`src/common/dispPkg.sv`:
```
`default_nettype none

package dispPkg;

  // clocks between two serial ticks
  localparam int TICK_DIV = 4;

  // digits on the display, one per nibble of the value
  localparam int NUM_DIGITS = 4;

  // bits in one frame for the two chained 595s
  localparam int FRAME_BITS = 16;

  // credits the upstream holds after reset
  localparam int VALUE_CREDITS = 1;

  // width of the tick divider counter
  localparam int TICK_CNT_W = (TICK_DIV > 1) ? $clog2(TICK_DIV) : 1;

  // width of the serializer bit counter
  localparam int BIT_CNT_W = $clog2(FRAME_BITS);

  // display value, digit n is nibble n
  typedef logic [4*NUM_DIGITS-1:0] hexValue_t;

  // one decimal point enable per digit
  typedef logic [NUM_DIGITS-1:0] dpMask_t;

  // segments g down to a, a 1 lights the segment
  typedef logic [6:0] segments_t;

  // digit index
  typedef logic [$clog2(NUM_DIGITS)-1:0] digitSel_t;

  // 595 frame
  // bit 15 dp, bits 14..8 segments, bits 7..4 zero, bits 3..0 one-hot select
  typedef logic [FRAME_BITS-1:0] frame_t;

  // serializer states
  typedef enum logic [1:0] {
    IDLE,
    SHIFT,
    LATCH
  } serState_t;

endpackage

`default_nettype wire

```
`src/shift595/frameBuilder.sv`:
```
`timescale 1ns/100ps
`default_nettype none

module frameBuilder (
  input  wire                     CLK,
  input  wire                     reset,
  input  wire                     valueValid,
  input  wire dispPkg::hexValue_t value,
  input  wire dispPkg::dpMask_t   dpMask,
  input  wire                     frameTake,
  output dispPkg::frame_t         frame,
  output logic                    creditReturn
);

  import dispPkg::*;

  // digit of the frame currently presented
  digitSel_t digit;

  // value on the display
  hexValue_t shownValue;
  dpMask_t   shownMask;

  // word waiting for the next digit 0 frame, holds the single credit
  hexValue_t pendValue;
  dpMask_t   pendMask;
  logic      pendFull;

  // pending word takes over at the start of a refresh round
  logic      promoteReady;
  hexValue_t useValue;
  dpMask_t   useMask;
  segments_t segs;
  logic [NUM_DIGITS-1:0] digitOneHot;

  // hex nibble to segments g..a
  function automatic segments_t hexToSeg(input logic [3:0] nibble);
    case (nibble)
      4'h0: hexToSeg = 7'b0111111;
      4'h1: hexToSeg = 7'b0000110;
      4'h2: hexToSeg = 7'b1011011;
      4'h3: hexToSeg = 7'b1001111;
      4'h4: hexToSeg = 7'b1100110;
      4'h5: hexToSeg = 7'b1101101;
      4'h6: hexToSeg = 7'b1111101;
      4'h7: hexToSeg = 7'b0000111;
      4'h8: hexToSeg = 7'b1111111;
      4'h9: hexToSeg = 7'b1101111;
      4'hA: hexToSeg = 7'b1110111;
      4'hB: hexToSeg = 7'b1111100;
      4'hC: hexToSeg = 7'b0111001;
      4'hD: hexToSeg = 7'b1011110;
      4'hE: hexToSeg = 7'b1111001;
      default: hexToSeg = 7'b1110001;
    endcase
  endfunction

  // the digit 0 frame already shows the pending word, so the promoted
  // value applies to the frame taken in the promoting clock
  assign promoteReady = (digit == '0) && pendFull;
  assign useValue     = promoteReady ? pendValue : shownValue;
  assign useMask      = promoteReady ? pendMask : shownMask;

  // credit goes back in the same clock as the promotion
  assign creditReturn = frameTake && promoteReady;

  always_comb begin
    segs = hexToSeg(useValue[4*digit +: 4]);
    digitOneHot = '0;
    digitOneHot[digit] = 1'b1;
    // unused middle bits stay zero
    frame = '0;
    frame[FRAME_BITS-1] = useMask[digit];
    frame[FRAME_BITS-2 -: $bits(segments_t)] = segs;
    frame[NUM_DIGITS-1:0] = digitOneHot;
  end

  // digit counter and display state
  always_ff @(posedge CLK) begin
    if (reset) begin
      digit      <= '0;
      shownValue <= '0;
      shownMask  <= '0;
      pendFull   <= 1'b0;
    end else begin
      if (frameTake) begin
        if (digit == digitSel_t'(NUM_DIGITS - 1)) begin
          digit <= '0;
        end else begin
          digit <= digit + 1'b1;
        end
      end
      if (creditReturn) begin
        shownValue <= pendValue;
        shownMask  <= pendMask;
        pendFull   <= 1'b0;
      end
      // a new word wins over the clear above
      if (valueValid) begin
        pendFull <= 1'b1;
      end
    end
  end

  // pending payload
  always_ff @(posedge CLK) begin
    if (valueValid) begin
      pendValue <= value;
      pendMask  <= dpMask;
    end
  end

endmodule

`default_nettype wire

```
`src/shift595/shiftOut595.sv`:
```
`timescale 1ns/100ps
`default_nettype none

module shiftOut595 (
  input  wire                  CLK,
  input  wire                  reset,
  input  wire                  tick,
  input  wire dispPkg::frame_t frame,
  output logic                 frameTake,
  output logic                 SCK,
  output logic                 DO,
  output logic                 LATCH
);

  import dispPkg::*;

  serState_t state;

  // bits still to go, msb is the next one on DO
  frame_t shiftReg;

  // index of the bit now on DO
  logic [BIT_CNT_W-1:0] bitCnt;

  // 0 while SCK is low, 1 after the shift edge
  logic sckPhase;

  logic lastBit;
  logic shiftNext;

  assign SCK = sckPhase;

  // a frame is taken on the tick that leaves IDLE or ends the latch interval
  assign frameTake = tick && (state != SHIFT);

  assign lastBit = (bitCnt == BIT_CNT_W'(FRAME_BITS - 1));

  // falling tick with more bits left
  assign shiftNext = tick && (state == SHIFT) && sckPhase && !lastBit;

  // control and pin state
  always_ff @(posedge CLK) begin
    if (reset) begin
      state    <= IDLE;
      sckPhase <= 1'b0;
      DO       <= 1'b0;
      LATCH    <= 1'b0;
      bitCnt   <= '0;
    end else if (tick) begin
      case (state)
        IDLE, dispPkg::LATCH: begin
          // this tick is also the low half of the first bit
          DO       <= frame[FRAME_BITS-1];
          bitCnt   <= '0;
          LATCH    <= 1'b0;
          sckPhase <= 1'b0;
          state    <= SHIFT;
        end
        SHIFT: begin
          if (!sckPhase) begin
            // rising SCK, the 595 samples DO here
            sckPhase <= 1'b1;
          end else begin
            sckPhase <= 1'b0;
            if (lastBit) begin
              // SCK drops and LATCH rises together, DO holds
              LATCH <= 1'b1;
              state <= dispPkg::LATCH;
            end else begin
              DO     <= shiftReg[FRAME_BITS-1];
              bitCnt <= bitCnt + 1'b1;
            end
          end
        end
        default: begin
          state <= IDLE;
        end
      endcase
    end
  end

  // shift register payload
  always_ff @(posedge CLK) begin
    if (frameTake) begin
      // msb already went to DO
      shiftReg <= frame << 1;
    end else if (shiftNext) begin
      shiftReg <= shiftReg << 1;
    end
  end

endmodule

`default_nettype wire

```
`src/verilog/dispDriverTop.sv`:
```
`timescale 1ns/100ps
`default_nettype none

module dispDriverTop (
  input  wire                     CLK,
  input  wire                     reset,
  input  wire                     valueValid,
  input  wire dispPkg::hexValue_t value,
  input  wire dispPkg::dpMask_t   dpMask,
  output logic                    creditReturn,
  output logic                    SCK,
  output logic                    DO,
  output logic                    LATCH
);

  import dispPkg::*;

  // serial bit rate strobe
  logic tick;

  // serializer asks for the next frame
  logic frameTake;

  // frame for the current digit, always valid
  frame_t frame;

  tickGen uTickGen (
    .CLK   (CLK),
    .reset (reset),
    .tick  (tick)
  );

  // value register, credit and segment lookup
  frameBuilder uFrameBuilder (
    .CLK          (CLK),
    .reset        (reset),
    .valueValid   (valueValid),
    .value        (value),
    .dpMask       (dpMask),
    .frameTake    (frameTake),
    .frame        (frame),
    .creditReturn (creditReturn)
  );

  // pins to the two chained 595s
  shiftOut595 uShiftOut595 (
    .CLK       (CLK),
    .reset     (reset),
    .tick      (tick),
    .frame     (frame),
    .frameTake (frameTake),
    .SCK       (SCK),
    .DO        (DO),
    .LATCH     (LATCH)
  );

endmodule

`default_nettype wire

```
`src/verilog/tickGen.sv`:
```
`timescale 1ns/100ps
`default_nettype none

module tickGen (
  input  wire  CLK,
  input  wire  reset,
  output logic tick
);

  import dispPkg::*;

  // free-running divider count
  logic [TICK_CNT_W-1:0] divCnt;

  always_ff @(posedge CLK) begin
    if (reset) begin
      divCnt <= '0;
      tick   <= 1'b0;
    end else begin
      // wrap at TICK_DIV, tick is registered so it lands one clock after the wrap value
      if (divCnt == TICK_CNT_W'(TICK_DIV - 1)) begin
        divCnt <= '0;
      end else begin
        divCnt <= divCnt + 1'b1;
      end
      // one clock high per divider period
      tick <= (divCnt == TICK_CNT_W'(TICK_DIV - 1));
    end
  end

endmodule

`default_nettype wire
```
`config.mk`:
```
export PLATFORM = sky130hd
export DESIGN_NAME = dispDriverTop
export DESIGN_NICKNAME = d
export VERILOG_FILES = /design/src/common/dispPkg.sv /design/src/shift595/frameBuilder.sv /design/src/shift595/shiftOut595.sv /design/src/verilog/dispDriverTop.sv /design/src/verilog/tickGen.sv
export SDC_FILE = /design/constraint.sdc
export NUM_CORES = 1
export LEC_CHECK = 0
export BUFFER_PORTS_ARGS = -buffer_cell sky130_fd_sc_hd__buf_4
export CAP_MARGIN = 20
export CELL_PAD_IN_SITES_DETAIL_PLACEMENT = 1
export CELL_PAD_IN_SITES_GLOBAL_PLACEMENT = 2
export CORE_UTILIZATION = 40
export DETAILED_ROUTE_END_ITERATION = 8
export PLACE_DENSITY_LB_ADDON = 0.1
export SLEW_MARGIN = 40
export SYNTH_ARGS = -nofsm -noshare
export SYNTH_HDL_FRONTEND = slang
export SYNTH_SLANG_ARGS = --single-unit
export TNS_END_PERCENT = 10
```
`constraint.sdc`:
```
create_clock -name CLK -period 5.8 [get_ports CLK]
set_input_delay 0.29 -clock CLK [delete_from_list [all_inputs] [get_ports CLK]]
set_output_delay 0.29 -clock CLK [all_outputs]
set_load 0.005 [all_outputs]
```
==> summary.log <==
[outcome] status finished clean
[final_layout] commonest non-fill, non-tap cell in the layout sky130_fd_sc_hd__nand2_1
[place] IO Port Bufs 26
[drt] detail-routed net length per standard cell 15.13 um
[die] num ports 27
[setup_path] Setup Crit Path Kind reg -> reg
[sta] highest clock rate 280.4 MHz
[final_layout] number of filler cells placed in the layout 809
[sta] post-route worst hold slack 0.1022 ns
[clock_network] CTS buffer count 9
[global_routing] number of antenna violations at the first check in global routing 0
[final_layout] area of all placed cells without fillers 3582 um2
[global_routing] first-pass GRT wire length 10590 um
[clock_network] clock latency on the worst-skew pair 0.36 ns
[drt] number of design-rule violations left by the first detailed-router iteration 60
[sta] Fin Clk Skew 0.006937 ns
[yosys] synthesized area per cell 11.31 um2
[min_path] path category of the worst min-delay check in -> reg
[die] core region area 7408 um2
[place] RD Place Congestion 0.7224
[yosys] fraction of the mapped netlist area in compound gates 9.820%
[setup_path] Worst Setup End Kind register
[sta] crit share post-route 61.48%
[clock_network] number of clock sinks 70
[yosys] sequential cell area fraction in the yosys report 54.83%
[setup_path] endpoint required time on the critical path 6.03 ns
[yosys] flop and latch count out of synthesis 70
[sta] total negative setup slack 0 ns
[sta] count of final max-slew check failures 0
[power_and_ir_drop] total power divided by cell area 273.4 nW/um2
[global_routing] number of global-route vias before repair 2171
[die] Die X-Extent 90.34 um
[sta] headroom to the max-slew limit 55.57%
[final_layout] Final Util 48.35%
[final_layout] leading cell types in the layout, fill and taps excluded sky130_fd_sc_hd__nand2_1, sky130_fd_sc_hd__dfxtp_1, sky130_fd_sc_hd__edfxtp_1
[yosys] dominant combinational cell family by area after synthesis multiplexers
[global_routing] largest net degree at the start of global routing 33
[yosys] number of library cell types mapped by synthesis 43
[yosys] dominant register cell in the synthesized netlist sky130_fd_sc_hd__dfxtp_1
[drt] via count 2084
[yosys] async set-or-reset flop fraction in the synthesized netlist 0%
[sta] endpoints failing hold 0
[die] die area 8161 um2
[yosys] cell area after synthesis 3122 um2
[die] vertical die dimension 90.34 um
[drt] total routed wirelength 6128 um
[sta] Finish-stage setup viols 0
[drt] ANT nets after route 0
[yosys] Synthesized Nets 312
[yosys] Post-Synth XOR/XNOR Area 0.8417%
[setup_path] Crit Path Max Fanout 12
[final_layout] layout cells sized above 1 20.59%
[yosys] cells after synthesis 276
[clock_network] post-CTS sizing 0
[yosys] Synth Warn # 0
[yosys] area share of fa/ha/maj cells after synthesis 5.210%
[clock_network] TritonCTS clock tree yes
[sta] clock period minus final worst setup slack 3.566 ns
[drt] via count normalized by instance count 5.146
[yosys] basic-gate share of the synthesized area counting and, or, nand and nor cells 12.75%
[clock_network] setup fix buffers added after clock tree synthesis 0
[global_routing] remaining global-route overflow 0
[clock_network] clock tree buffer depth 2
[place] sum of net half-perimeters after detailed placement 4271 um
[clock_network] Clk pin slew, worst setup/hold paths 0.08 ns
[final_layout] layout overhead on the synthesized area 14.75%
[job] Max-cap violations 0
[global_routing] combined global-route utilization of all metal layers 17.00%
[clock_network] master cell of the clock root buffer sky130_fd_sc_hd__clkbuf_8
[yosys] post-synthesis mux area share 13.27%
[place] Post-DP Area 3400 um2
[drt] DRC Markers 0
[clock_network] cts hold-fix bufs 0
[power_and_ir_drop] Lkg Pwr 1.349 nW
[power_and_ir_drop] maximum ir drop on the vdd rail 0.1749 mV
[setup_path] Data arrival, critical path 3.79 ns
[clock_network] H-tree depth 3
[final_layout] Nets 337
[yosys] number of enable-type register cells in the synthesized netlist 31
[drt] DRT Pass-1 Iters 4
[sta] setup repair after global routing missed its margin false
[sta] Worst Tran Pin Value 0.6643 ns
[die] effective utilization at floorplan 42.14%
[final_layout] Ant. Diodes 0
[die] number of rows in the core area 31
[setup_path] startpoint kind of the worst setup timing path register
[power_and_ir_drop] Overall Power 0.0009794 W
-- Yosys cell counts, types with 2 or more instances --
library cell                instances  area [um2]
sky130_fd_sc_hd__a21o_1             3       22.52
sky130_fd_sc_hd__a21oi_1           26       130.1
sky130_fd_sc_hd__a221oi_1           2       17.52
sky130_fd_sc_hd__a22o_1             5       43.79
sky130_fd_sc_hd__a22oi_1            2       15.01
sky130_fd_sc_hd__buf_1              2       7.510
sky130_fd_sc_hd__buf_6              2       22.52
sky130_fd_sc_hd__clkbuf_1           8       30.03
sky130_fd_sc_hd__dfxtp_1           39       780.8
sky130_fd_sc_hd__edfxtp_1          31       930.9
sky130_fd_sc_hd__ha_1              13       162.7
sky130_fd_sc_hd__inv_1              6       22.52
sky130_fd_sc_hd__inv_2              4       15.01
sky130_fd_sc_hd__mux2i_1           10       100.1
sky130_fd_sc_hd__mux2i_4            2       45.04
sky130_fd_sc_hd__mux4_2             9       202.7
sky130_fd_sc_hd__nand2_1           51       191.4
sky130_fd_sc_hd__nand2b_1           2       12.51
sky130_fd_sc_hd__nand3_1            9       45.04
sky130_fd_sc_hd__nor2_1            19       71.32
sky130_fd_sc_hd__nor2b_1            2       12.51
sky130_fd_sc_hd__nor3_1             4       20.02
sky130_fd_sc_hd__o2111ai_1          2       17.52
sky130_fd_sc_hd__o21ai_1            2       10.01
sky130_fd_sc_hd__or3_1              2       12.51
sky130_fd_sc_hd__xor2_1             2       17.52
-- final cells by class --
type | count | area [um2] | area share [%]
multi-input cells | 183 | 1324 | 36.95
flip-flops and latches | 70 | 1712 | 47.78
repair buffers | 27 | 202.7 | 5.658
clock inverters | 7 | 58.81 | 1.642
clock buffers | 9 | 123.9 | 3.458
inverters | 10 | 37.54 | 1.048
well taps | 99 | 123.9 | 3.458
-- state kept, by name (all words and copies together), names as in the netlist, 2 cells and up --
signal / flops
uShiftOut595.shiftReg: 15
uFrameBuilder.pendMask: 4
uFrameBuilder.pendValue: 16
uFrameBuilder.digit: 2
uShiftOut595.state: 2
uFrameBuilder.shownValue: 16
uFrameBuilder.shownMask: 4
uTickGen.divCnt: 2
uShiftOut595.bitCnt: 4
-- report_power, final --
group	switching, W	internal (W)
Combinational	0.0000394	0.0000351
Clock	0.000202	0.000159
Sequential	0.0000114	0.000533
-- worst max-delay path, stage by stage (launching register included) --
cell and delay (ns):
sky130_fd_sc_hd__dfxtp_1 0.73, sky130_fd_sc_hd__inv_1 0.19, sky130_fd_sc_hd__ha_1 0.27, sky130_fd_sc_hd__nand2_1 0.38, sky130_fd_sc_hd__mux4_2 0.37, sky130_fd_sc_hd__mux2i_1 0.45, sky130_fd_sc_hd__inv_1 0.17, sky130_fd_sc_hd__ha_1 0.23
sky130_fd_sc_hd__mux2_1 0.28, sky130_fd_sc_hd__a221oi_1 0.25, sky130_fd_sc_hd__a21o_1 0.11
-- kinds of logic after synthesis --
| family | Yosys count |
|---|---|
| DFF | 70 |
| xor gates and xnor gates | 3 |
| and+or+nand+nor | 94 |
| AOI/OAI and AO/OA | 48 |
| buffers and inverters | 23 |
| muxes | 25 |
| adders and majority gates | 13 |
-- through the flow --
stage                     worst slack [ns]  cells
after CTS                            2.139    405
after global placement               2.340    389
after detailed placement             2.150    389
after floorplan                      2.906    276
after global routing                 1.851    405
final                                2.234    405
-- layer usage --
metal | track usage [%] | wire length [um]
met3 | 5.556 | 196
met1 | 20.59 | 2916
met2 | 27.93 | 2928
met4 | 6.855 | 87
met5 | 0 | 0
-- path summary, 6_finish.rpt --
| check | startpoint | to | slack [ns] | cells past startpoint |
|---|---|---|---|---|
| worst max register to register | uFrameBuilder.digit[1] | uShiftOut595.shiftReg[15] | 2.23 | 10 |
| worst max-delay path | uFrameBuilder.digit[1] | uShiftOut595.shiftReg[15] | 2.23 | 10 |
| worst min register to register | uTickGen.divCnt[0] | uTickGen.divCnt[0] | 0.44 | 1 |
| worst min-delay path | value[10] | uFrameBuilder.pendValue[10] | 0.10 | 1 |
(Power assumes the default switching activity.)
